### src/source/shufflev_lfsr.sv
`timescale 1ns/1ns

module shufflev_lfsr #(
  parameter int unsigned BuffSize = 4,
  parameter int unsigned RngSeed  = 32'h0000_ace1  // must be nonzero in its low 16 bits
) (
  input  logic                        clk_i,
  input  logic                        rst_ni,
  output logic [$clog2(BuffSize)-1:0] pos_o   // random start position in the buffer
);

  localparam int unsigned IdxW = $clog2(BuffSize);
  localparam logic [15:0] Taps = 16'hb400;  // x^16 + x^14 + x^13 + x^11 + 1, maximal length

  logic [15:0] lfsr_q;

  // galois form: shift right and fold the tap mask in whenever a one drops out
  always_ff @(posedge clk_i or negedge rst_ni) begin
    if (!rst_ni) begin
      lfsr_q <= 16'(RngSeed);
    end else begin
      lfsr_q <= {1'b0, lfsr_q[15:1]} ^ (lfsr_q[0] ? Taps : 16'h0000);
    end
  end

  assign pos_o = lfsr_q[IdxW-1:0];  // buffer size is a power of two so the low bits cover it

endmodule

### config.mk
export PLATFORM = sky130hd
export DESIGN_NAME = shufflev_lfsr
export DESIGN_NICKNAME = d
export VERILOG_FILES = /design/src/source/shufflev_lfsr.sv
export SDC_FILE = /design/constraint.sdc
export NUM_CORES = 1
export LEC_CHECK = 0
export BUFFER_PORTS_ARGS = -buffer_cell sky130_fd_sc_hd__buf_2
export CORE_AREA = 2 2 39 41
export CTS_BUF_LIST = sky130_fd_sc_hd__clkbuf_16
export DETAILED_ROUTE_END_ITERATION = 16
export DIE_AREA = 0 0 41 43
export HOLD_SLACK_MARGIN = 0.15
export SYNTH_ARGS = -nofsm -noshare
export SYNTH_HDL_FRONTEND = slang
export SYNTH_SLANG_ARGS = --single-unit
### constraint.sdc
create_clock -name clk_i -period 1.1 [get_ports clk_i]
set_clock_uncertainty 0.05 [all_clocks]
set_input_delay 0.22 -clock clk_i [delete_from_list [all_inputs] [get_ports clk_i]]
set_output_delay 0.22 -clock clk_i [all_outputs]
set_load 0.05 [all_outputs]
==> flow_summary.toml <==
[run_status]
status = "complete, but fails checks"
violations = "setup timing"

[grt]
grt_pass1_wl_um = 931
gr-total-overflow = 0
grt_start_max_net_pins = 17
grt_use_total_pct = 9.39
grt_pass1_vias = 196
antenna_found_initial = 0

[cts]
cts_tree = "done"
cts_sinks = 16
post-cts-setup-buffers = 0
clk_path_buf_depth = 2
clock_latency_ns = 0.24
cts-root-buf = "clkbuf_16"
path_clk_slew_ns = 0.05
numCtsBuffers = 3
htree_levels = 1

[layout]
largest_reg_flops = 16
layout.nets = 31
top_regs = "lfsr_q: 16 flops"
post-route-util_pct = 42.2
drive_gt1_share_pct = 53.6
syn_to_final_growth_pct = 29.4
antenna_cells = 0
top_register = "lfsr_q"

[yosys]
yosys_warnings = 0
synth_cells = 21
syn_area_per_cell_um2 = 21.5
syn_nets = 23
yosys-top-cells-area = "dfstp_2, dfrtp_1, xor2_1"
synth_largest_area_cell = "dfstp_2"
synthDistinctLibCells = 4
ys_seq_area_share_pct = 90.9
synth-seq-cells = 16
syn_area_um2 = 452
synth_top_area_share_pct = 46.5

[setup_path]
cp_num_cells = 1
startpoint_type = "flip-flop"
r2r-end = "lfsr_q[12]"
reg2reg_depth = 2
path_max_fanout = 2
criticalPathCategory = "reg2out"
slowest_stage = "dfstp_2"
path_cells = "buf_8"
critPathBufInv = 1
crit_start = "lfsr_q[0]"
cp.required_ns = 0.83
critPathArrivalTime_ns = 0.92
r2r_slack_ns = 0.12
end_kind = "output pin"
worstReg2RegStart = "lfsr_q[0]"
critPathMaxStageDelay_ns = 0.54
crit_family = "flip-flops"
endpoint = "pos_o[0]"

[routing]
wl_um = 519
viasPerCell = 3.73
drt_pre_antenna_iters = 1
ant_nets = 0
wire_per_inst_um = 11.8
drc = 0
dr.first_iter.drc_count = 0
vias = 164

[timing]
tightest_slew_ns = 0.321
period_minus_slack_ns = 1.19
setup_viol = 1
hold_violations = 0
fmax_ghz = 0.839
drv_slew = 0
period_share_pct = 108
layout_setup_ws_ns = -0.0914
relSlewSlack_pct = 78.6
rsz0062_at_grt = "yes"

[run]
max-cap-violations = 0

[floorplan]
die_y_um = 43
num_rows = 14
start_util_pct = 32.6
ios = 4
die_x_um = 41
coreArea_mm2 = 0.00138
fp.dieArea_mm2 = 0.00176

[power]
peakVddDrop_v = 0.000770
power_mw = 1.29
p_leak_nw = 0.292
p_per_area_mw_per_mm2 = 2200

[place]
io_buffers = 3
place.gp.congestion = 0.683
place_hpwl_um = 325

[hold_path]
hp-class = "reg2reg"
## placed cells by master, fill, tap and decap left out
cell type | netlist | routed
clkbuf_16 | 0 | 3
xor2_1 | 3 | 3
buf_4 | 2 | 1
inv_1 | 0 | 1
buf_6 | 0 | 1
buf_2 | 0 | 1
buf_8 | 0 | 1
dfstp_2 | 8 | 8
dfrtp_1 | 8 | 8
dlygate4sd3_1 | 0 | 1
## metal layers
layer  global-route usage (%)  part of all wire (%)
met5                        0                     0
met4                     12.0                   3.3
met3                     4.71                   5.8
met2                     8.75                    41
met1                     12.7                    50
## repair_timing
item	CTS	global route
hold buffers	1	0
endpoints found under the setup margin	2	2
resized for setup	4	1
hold endpoints to repair	16	0
## area by class of cell
cell class,instances,area [um2]
well taps,16,20.0
clock inverters,1,3.75
repair buffers,5,48.8
clock buffers,3,75.1
fillers,119,800
multi-input cells,3,26.3
flip-flops and latches,16,410
## synth_stat cells
library cell / count
dfrtp_1: 8
buf_4: 2
xor2_1: 3
dfstp_2: 8
## worst min-delay path by stage
stage / startpoint / endpoint / slack (ns) / depth (start not counted)
2_1_floorplan: rst_ni / lfsr_q[12] / -0.13 / 0
3_3_place_gp: rst_ni / lfsr_q[1] / 0.07 / 1
3_5_place_dp: rst_ni / lfsr_q[1] / 0.09 / 1
4_1_cts: lfsr_q[4] / lfsr_q[3] / 0.30 / 0
5_1_grt: lfsr_q[6] / lfsr_q[5] / 0.31 / 0
6_report: lfsr_q[4] / lfsr_q[3] / 0.30 / 0
## logic make-up (layout without fill, tap and decap cells)
logic type | after synthesis | after routing | synth area share (%)
DFF | 16 | 16 | 90.9
xor gates and xnor gates | 3 | 3 | 5.82
buffers and inverters | 2 | 9 | 3.32
## through the flow
step	std cells	cell area (um2)	TNS [ns]	hold WS, ns	setup slack (ns)
floorplan	21	452	0	-0.126	0.0726
global placement	39	479	0	0.0727	0.0755
detailed placement	39	479	0	0.0920	0.0697
CTS	44	581	-0.104	0.301	-0.104
global route	44	584	-0.119	0.314	-0.119
finish	44	584	-0.0914	0.300	-0.0914
## where the power goes
group          internal (mW)  leakage (nW)  switching [mW]  total (mW)
Sequential             0.592         0.194               0       0.592
Clock                  0.480        0.0423           0.202       0.681
Combinational        0.00360        0.0555          0.0101      0.0137
Power figures use the tool's default switching activity.
