===== config.mk =====
export PLATFORM = sky130hd
export DESIGN_NAME = shufflev_picker
export DESIGN_NICKNAME = d
export VERILOG_FILES = /design/src/source/shufflev_picker.sv
export SDC_FILE = /design/constraint.sdc
export NUM_CORES = 1
export LEC_CHECK = 0
export ABC_AREA = 1
export BUFFER_PORTS_ARGS = -buffer_cell sky130_fd_sc_hd__buf_2
export CAP_MARGIN = 10
export CORE_AREA = 2 2 39 41
export DETAILED_ROUTE_END_ITERATION = 6
export DIE_AREA = 0 0 41 43
export MAX_ROUTING_LAYER = met4
export PLACE_DENSITY = 0.36
export SLEW_MARGIN = 20
export SYNTH_ARGS = -nofsm -noshare
export SYNTH_HDL_FRONTEND = slang
export SYNTH_SLANG_ARGS = --single-unit

===== constraint.sdc =====
create_clock -name vclk -period 1.2
set_input_delay 0 -clock vclk [all_inputs]
set_output_delay 0 -clock vclk [all_outputs]
set_load 0.01 [all_outputs]

===== src/source/shufflev_picker.sv =====
`timescale 1ns/1ns

module shufflev_picker #(
  parameter int unsigned BuffSize = 4
) (
  input  logic [BuffSize-1:0]         ready_i,
  input  logic [$clog2(BuffSize)-1:0] pos_i,
  output logic [$clog2(BuffSize)-1:0] remove_idx_o
);

  localparam int unsigned IdxW = $clog2(BuffSize);

  // row r of column c is the slot at signed distance 0, +1, -1, +2, -2 ... from c
  function automatic int unsigned dist_entry(int unsigned r, int unsigned c);
    int unsigned step;
    step = (r + 1) / 2;
    if (r == 0) begin
      return c;
    end else if (r % 2 == 1) begin
      return (c + step) % BuffSize;
    end
    return (c + BuffSize - step) % BuffSize;
  endfunction

  logic [BuffSize-1:0][BuffSize-1:0][IdxW-1:0] dist_tbl;  // [row][column]

  for (genvar r = 0; r < BuffSize; r++) begin : g_row
    for (genvar c = 0; c < BuffSize; c++) begin : g_col
      assign dist_tbl[r][c] = IdxW'(dist_entry(r, c));  // constant, folds away at elaboration
    end
  end

  // walk the chosen column from the far end so the nearest ready slot is the one left standing
  always_comb begin
    remove_idx_o = pos_i;  // nothing ready, valid_o is low anyway
    for (int r = BuffSize - 1; r >= 0; r--) begin
      if (ready_i[dist_tbl[r][pos_i]]) begin
        remove_idx_o = dist_tbl[r][pos_i];
      end
    end
  end

endmodule


==> key figures <==
Timing
  – Slew @ Worst Pin: between 0.15 and 0.2 ns
  – Count of final max-slew check failures: 0
  – Period minus WS final: 1.073 ns
  – Final Hold Vio Count: 0
  – Fin Setup TNS: 0 ns
  – Max frequency: about 930 MHz
  – Hold slack: approximately 0.4 ns
  – RSZ-0062 raised after global routing: no
  – Final worst path period share: just under 90%
  – Max_slew headroom: 89.85%
  – Final setup viols: 0

Drt
  – WL/cell: 6.717 um
  – Drt drc: 0
  – Vias: roughly 240
  – Post-DRT Antenna Nets: 0
  – Vias per inst: about 3.9
  – Final WL: ~400 um
  – Drt first pass iters: 4
  – 1st-iter DRT viols: 6

Cells and area
  – Seq Cell Count: 0
  – Final net count: 54
  – FF/Latch Area: 0 um2
  – # clk buffers: 0
  – Share of layout cells above drive strength 1: around 36%
  – P&R area growth vs syn: 42.96%
  – Diode count: 0

Floorplan
  – Die area: approximately 1800 um2
  – Core Footprint: about 1400 um2
  – Num rows: 14
  – Num ports: 8
  – Initial Util: about an eighth
  – Die Width: ~41 um
  – Die H: approximately 43 um

Global routing
  – Vias in the first global route: approximately 170
  – Total grt overflow: 0
  – Tot GR Track Use: between 5 and 6%
  – First-pass GRT wire length: 655 um
  – Pin count of the biggest net entering global routing: 6
  – Initial antenna violation count: 0

Synth
  – Distinct cell type count of the synthesized netlist: 9
  – Mapped Area: roughly 180 um2
  – Share of the synthesized area in the top cell type: between 30% and 40%
  – Most frequent cell after synthesis: nand2_1
  – Yosys warns: 0
  – Avg Inst Size Synth: ~5.1 um2
  – Leading area contributor after synthesis: nand2_1
  – Commonest cells in the netlist: 15 x nand2_1, 6 x inv_1, 4 x nand3_1
  – Sequential fraction of the synthesis area: 0%
  – Syn Inst Count: 35
  – Syn nets: 43
  – Synth top area cells: nand2_1 32%, ha_1 14%, inv_1 13%

Clock network
  – Hold Buf Count CTS: 0

Worst setup path
  – Critical path fanouts, max: 5
  – Critical path startpoint category: input port
  – Critical path capture point type: primary output
  – CP Class: input port to primary output
  – Worst Path Arrival: around 1.1 ns
  – Data required, critical path: 1.20 ns

Power and ir drop
  – Static Leak: approximately 0.00016 uW
  – Tot Pwr: between 90 and 100 uW
  – Cell area power density: a little under 400 nW/um2
  – Peak supply drop: 0.06579 mV

Placement
  – GPL Wtd Cong: 0.6563
  – HPWL after detailed placement: 348.4 um
  – Port bufs: 8

Run status
  – Outcome: finished, final reports clean

Run
  – Max cap viols: 0

Min path
  – Hold Crit Class: input port to primary output
  – Min-Delay Path Depth: 4
## repair_timing
item | CTS | global route
resized for setup | 0 | 3
setup endpoints to repair | 0 | 1
setup buffers | 0 | 1
## stage by stage
step | instances | cell area [um2] | worst slack, ns | utilization [%]
after floorplan | 35 | 177.7 | 0.4037 | -
after global placement | 59 | 237.7 | 0.04888 | 17.18
after detailed placement | 59 | 237.7 | 0.09109 | 17.18
after CTS | 59 | 237.7 | 0.08675 | 17.18
after global routing | 60 | 254.0 | 0.01218 | 18.35
final | 60 | 254.0 | 0.1268 | 18.35
## cell type report
class                      instances  area (um2)
fill                             165        1130
multi-input combinational         27       156.4
timing repair buffer               9       47.55
inverter                           8       30.03
tap                               16       20.02
## power breakdown
group	switching (uW)	internal, uW	leakage [uW]
logic	54.9	44.2	0.000157
clock network	0	0	0
registers	0	0	0
## path summary, 6_finish.rpt
| kind | start | end |
|---|---|---|
| worst min-delay path | pos_i[1] | remove_idx_o[1] |
| worst max-delay path | pos_i[0] | remove_idx_o[0] |
## cells by family after synthesis
logic type / synth area share (%)
AND/OR/NAND/NOR: 63.38
adder cells (fa/ha/maj): 14.08
buffers and inverters: 16.90
AO/OA/AOI/OAI: 5.634
## metal layers
| metal | vias to the layer above | part of all wire, % | track usage, % |
|---|---|---|---|
| met3 | 0 | 4.0 | 0 |
| met2 | 5 | 53 | 7.500 |
| met4 | 0 | 0 | 0 |
| met1 | 102 | 43 | 7.911 |
| met5 | - | 0 | - |
| li1 | 128 | - | - |
## critical path, stage by stage
cell	delay [ns]
buf_2	0.11
inv_2	0.06
ha_2	0.20
nor2_4	0.14
nand2_1	0.08
nand2_1	0.10
nand2_1	0.07
nand2_1	0.06
nand2_1	0.04
nand2_1	0.05
inv_1	0.03
buf_2	0.12
## placed cells by master, fill, tap and decap left out
cell      count
nand2_1      15
buf_2         8
inv_1         6
nand3_1       4
inv_2         2
nand3b_1      2
ha_2          2
nand3_2       1
nor2_4        1
o21ai_2       1
o21ai_1       1
buf_4         1
Note: power is estimated with default switching activity, not from simulation.
