==> config.mk <==
export PLATFORM = sky130hd
export DESIGN_NAME = shufflev_fetch_gate
export DESIGN_NICKNAME = d
export VERILOG_FILES = /design/src/source/shufflev_pkg.sv /design/src/source/shufflev_fetch_gate.sv
export SDC_FILE = /design/constraint.sdc
export NUM_CORES = 1
export LEC_CHECK = 0
export BUFFER_PORTS_ARGS = -buffer_cell sky130_fd_sc_hd__buf_2
export CELL_PAD_IN_SITES_DETAIL_PLACEMENT = 0
export CELL_PAD_IN_SITES_GLOBAL_PLACEMENT = 1
export CORE_MARGIN = 10
export CORE_UTILIZATION = 31
export CTS_CLUSTER_DIAMETER = 120
export CTS_CLUSTER_SIZE = 25
export DETAILED_ROUTE_END_ITERATION = 8
export PLACE_DENSITY_LB_ADDON = 0.2
export SLEW_MARGIN = 10
export SYNTH_ARGS = -nofsm -noshare
export SYNTH_HDL_FRONTEND = slang
export SYNTH_SLANG_ARGS = --single-unit
==> constraint.sdc <==
create_clock -name clk_i -period 1.55 [get_ports clk_i]
set_clock_uncertainty 0.15 [all_clocks]
set_input_delay 0.31 -clock clk_i [delete_from_list [all_inputs] [get_ports clk_i]]
set_output_delay 0.31 -clock clk_i [all_outputs]
set_load 0.05 [all_outputs]
==> src/source/shufflev_pkg.sv <==
package shufflev_pkg;

  localparam int unsigned NumLogicalRegs = 32;  // rv32 architectural registers
  localparam int unsigned NumPhysRegs    = 64;  // 0..31 start out as the identity mapping

  typedef logic [4:0] log_idx_t;
  typedef logic [5:0] phys_idx_t;

  // major opcodes of the uncompressed rv32 encodings the buffer understands
  typedef enum logic [6:0] {
    LUI      = 7'b0110111,
    AUIPC    = 7'b0010111,
    JAL      = 7'b1101111,
    JALR     = 7'b1100111,
    BRANCH   = 7'b1100011,
    LOAD     = 7'b0000011,
    STORE    = 7'b0100011,
    OP_IMM   = 7'b0010011,
    OP       = 7'b0110011,
    MISC_MEM = 7'b0001111,  // fence
    SYSTEM   = 7'b1110011   // ecall, ebreak, xret, wfi and csr forms
  } opcode_e;

  typedef struct packed {
    logic     may_change_pc;  // fetch has to wait for the core's verdict
    logic     is_mem;         // loads and stores keep their relative order
    logic     is_sys;         // acts as a barrier in both directions
    logic     has_rd;
    logic     has_rs1;
    logic     has_rs2;
    log_idx_t rd;
    log_idx_t rs1;
    log_idx_t rs2;
  } decoded_t;

  // what the core receives for every issued instruction
  typedef struct packed {
    logic [31:0] instr;
    logic [31:0] addr;
    phys_idx_t   rd_phys;   // 0 when the instruction writes nothing
    phys_idx_t   rs1_phys;  // 0 when rs1 is not read
    phys_idx_t   rs2_phys;  // 0 when rs2 is not read
  } issue_t;

  typedef enum logic {GATE_OPEN, GATE_WAIT} gate_state_e;

endpackage
==> src/source/shufflev_fetch_gate.sv <==
`timescale 1ns/1ns

module shufflev_fetch_gate import shufflev_pkg::*; (
  input  logic        clk_i,
  input  logic        rst_ni,
  input  logic        accept_i,         // an instruction enters the buffer this cycle
  input  logic        may_change_pc_i,  // and it is a control transfer
  input  logic [31:0] accept_addr_i,
  input  logic        issued_i,         // an instruction goes to the core this cycle
  input  logic [31:0] issued_addr_i,
  input  logic        ready_i,
  input  logic        branch_i,         // core redirected its pc
  output logic        paused_o
);

  gate_state_e state_q, state_d;
  logic [31:0] branch_addr_q;  // address of the transfer we are waiting on
  logic        just_issued_q;  // that transfer went to the core at the previous edge
  logic        not_taken;

  // the core drops ready_i the cycle after a taken transfer, so ready here means fall-through
  assign not_taken = just_issued_q && ready_i;

  always_comb begin
    state_d = state_q;
    if (state_q == GATE_WAIT && (branch_i || not_taken)) state_d = GATE_OPEN;
    if (accept_i && may_change_pc_i) state_d = GATE_WAIT;  // a new transfer beats the release
  end

  always_ff @(posedge clk_i or negedge rst_ni) begin
    if (!rst_ni) begin
      state_q       <= GATE_OPEN;
      just_issued_q <= 1'b0;
    end else begin
      state_q       <= state_d;
      just_issued_q <= issued_i && (state_q == GATE_WAIT) && (issued_addr_i == branch_addr_q);
    end
  end

  always_ff @(posedge clk_i) begin
    if (accept_i && may_change_pc_i) branch_addr_q <= accept_addr_i;
  end

  assign paused_o = (state_q == GATE_WAIT) && !not_taken;  // fall-through reopens fetch at once

endmodule

==> flow_metrics.env <==
export IMPL_route_detailed_drc=0
export IMPL_syn_cell_area_um2=1390
export IMPL_avgRoutedWirePerCell_um=15.1
export IMPL_max_stage_delay_ns=0.50
export IMPL_die_width_um=87.1
export IMPL_avgSynthCellArea_um2=17.0
export IMPL_cts_sinks=34
export IMPL_yosysUniqueCellTypes=13
export IMPL_grt_ovfl_total=0
export IMPL_grt_pass1_wl_mm=5.12
export IMPL_final_setup_viol_count=0
export IMPL_p_leak_nw=0.798
export IMPL_core_um2=4350
export IMPL_place_hpwl_mm=2.73
export IMPL_start_kind="flop"
export IMPL_dieArea_um2=7580
export IMPL_rsz0062_at_grt="yes"
export IMPL_synth_top_area_cell="edfxtp_1"
export IMPL_rows=24
export IMPL_synthFlopType="edfxtp_1"
export IMPL_powerDensity_nw_per_um2=988
export IMPL_postLayoutCoreUtil_pct=44.7
export IMPL_wl_mm=3.27
export IMPL_io_pins=72
export IMPL_first_iter_violations=29
export IMPL_crit_slowest_cell="or4_4"
export IMPL_place_gp_congestion=0.635
export IMPL_setup_ws_ns=0.0359
export IMPL_final_antenna_net_count=0
export IMPL_cts_path_max_buffers=2
export IMPL_status="finished clean"
export IMPL_slew_limit_headroom_pct=79.3
export IMPL_clk_latency_ns=0.28
export IMPL_drv_cap=0
export IMPL_finalSetupTns_ns=0
export IMPL_nets=234
export IMPL_crit_required_ns=1.61
export IMPL_grt_pass1_vias=1041
export IMPL_slew_violations=0
export IMPL_synth_common_cells="32 x edfxtp_1, 16 x xnor2_1, 16 x xor2_1, 4 x nand4_1, 4 x nor4_1"
export IMPL_path_delay_family="simple AND/OR/NAND/NOR gates"
export IMPL_synth_sequential_area_ratio_pct=72.5
export IMPL_cts_tree="done"
export IMPL_postSynthCellCount=82
export IMPL_crit_buf_inv=0
export IMPL_cts_setup_buffers=0
export IMPL_synth_warnings=0
export IMPL_grt_max_degree=18
export IMPL_cp_end_kind="flop"
export IMPL_die_h_um=87.1
export IMPL_vias=902
export IMPL_synth_top_area_share_pct=68.9
export IMPL_dr_pass1_iters=2
export IMPL_clkTransAtPathRegs_ns=0.07
export IMPL_portBuffers=71
export IMPL_hold_path_class="in2reg"
export IMPL_avgViaCountPerCell=4.18
export IMPL_htree_levels=2
export IMPL_synth_edf_count=32
export IMPL_cts_made_buffers=5
export IMPL_vdd_ir_drop_max_uv=642
export IMPL_crit_chain="xnor2_2 > nand4_1 > or4_4 > nor3_2"
export IMPL_worst_slew_pin_slew_ns=0.307
export IMPL_async_flop_share_pct=5.88
export IMPL_grt_usage_pct=8.85
export IMPL_synth_area_leaders="edfxtp_1 69%, xnor2_1 10%, xor2_1 10%, dfrtp_1 3.6%, nand4_1 1.8%"
export IMPL_fin_crit_ns=1.51
export IMPL_crit_type="reg2reg"
export IMPL_start_util_pct=32.0
export IMPL_diodes=0
export IMPL_fmax_mhz=660
export IMPL_hold_viol_final=0
export IMPL_drive_gt1_share_pct=51.2
export IMPL_root_buffer="clkbuf_8"
export IMPL_synthMostInstantiatedCell="edfxtp_1"
export IMPL_place_ws_ns=-0.0392
export IMPL_cp_max_fo=1
export IMPL_syn_num_nets=153
export IMPL_finalCritPeriodShare_pct=97.7
export IMPL_grt_antenna_before_repair=0
export IMPL_arrival_ns=1.57
export IMPL_areaGrowthSynthToFinish_pct=39.8
export IMPL_ys_ff_latch=34
## worst paths after layout
check	from	slack [ns]	cells after the start	endpoint
worst max register to register	branch_addr_q[4]$_DFFE_PP_	0.04	4	just_issued_q$_DFF_PN0_
worst min-delay path	accept_addr_i[4]	0.05	1	branch_addr_q[4]$_DFFE_PP_
worst min register to register	branch_addr_q[14]$_DFFE_PP_	0.45	3	just_issued_q$_DFF_PN0_
min in group asynchronous	rst_ni	0.22	2	state_q$_DFFE_PN0P_
max in group asynchronous	rst_ni	0.94	2	just_issued_q$_DFF_PN0_
worst max-delay path	branch_addr_q[4]$_DFFE_PP_	0.04	4	just_issued_q$_DFF_PN0_
## power by group
group,switching [mW],internal (mW)
clock,0.302,0.299
sequential,0.0242,1.07
combinational,0.0939,0.132
## routing by layer
| layer | track usage (%) | wire [um] | vias up |
|---|---|---|---|
| li1 | - | - | 461 |
| met1 | 9.80 | 1250 | 394 |
| met2 | 13.3 | 1620 | 41 |
| met3 | 5.52 | 352 | 6 |
| met4 | 3.53 | 50 | 0 |
| met5 | 0 | 0 | - |
## repair_timing
action | in CTS | in global routing
hold buffers | 1 | 0
endpoints found under the setup margin | 2 | 2
resized for setup | 2 | 3
hold endpoints to repair | 2 | 0
pin swaps | 1 | 8
## registers in the layout, indices dropped and copies added, names as in the netlist
| signal | cells |
|---|---|
| branch_addr_q | 32 |
| just_issued_q | 1 |
| state_q | 1 |
## logic make-up after synthesis
kind of cell / count (synthesis) / share of synthesized area, %
flops: 34 / 72.5
xor+xnor: 32 / 20.1
simple gates: 13 / 6.01
compound gates: 2 / 1.08
buf+inv: 1 / 0.269
## cell usage in the layout, fill, tap and decap left out, types with 3 or more instances in the layout
| master | n |
|---|---|
| buf_2 | 70 |
| clkbuf_8 | 5 |
| clkinv_1 | 3 |
| edfxtp_1 | 32 |
| nand4_1 | 4 |
| nor4_1 | 3 |
| xnor2_1 | 15 |
| xor2_1 | 16 |
## layout make-up
cell class	count	area (um2)
sequential	34	1010
clock inverter	3	11.3
multi-input combinational	47	402
tap	52	65.1
fill	411	2410
inverter	1	3.75
clock buffer	5	68.8
timing repair buffer	74	387
## stage by stage
| stage | hold slack [ns] | std cells | instance area, um2 | total power [mW] |
|---|---|---|---|---|
| CTS | 0.0391 | 216 | 1930 | 1.95 |
| finish | 0.0510 | 216 | 1950 | 1.93 |
| floorplan | -0.136 | 82 | 1400 | 1.22 |
| detailed placement | -0.0504 | 207 | 1830 | 1.34 |
| global route | 0.0324 | 216 | 1950 | 2.02 |
| global placement | -0.0506 | 207 | 1830 | 1.33 |
Note: power is estimated with default switching activity, not from simulation.
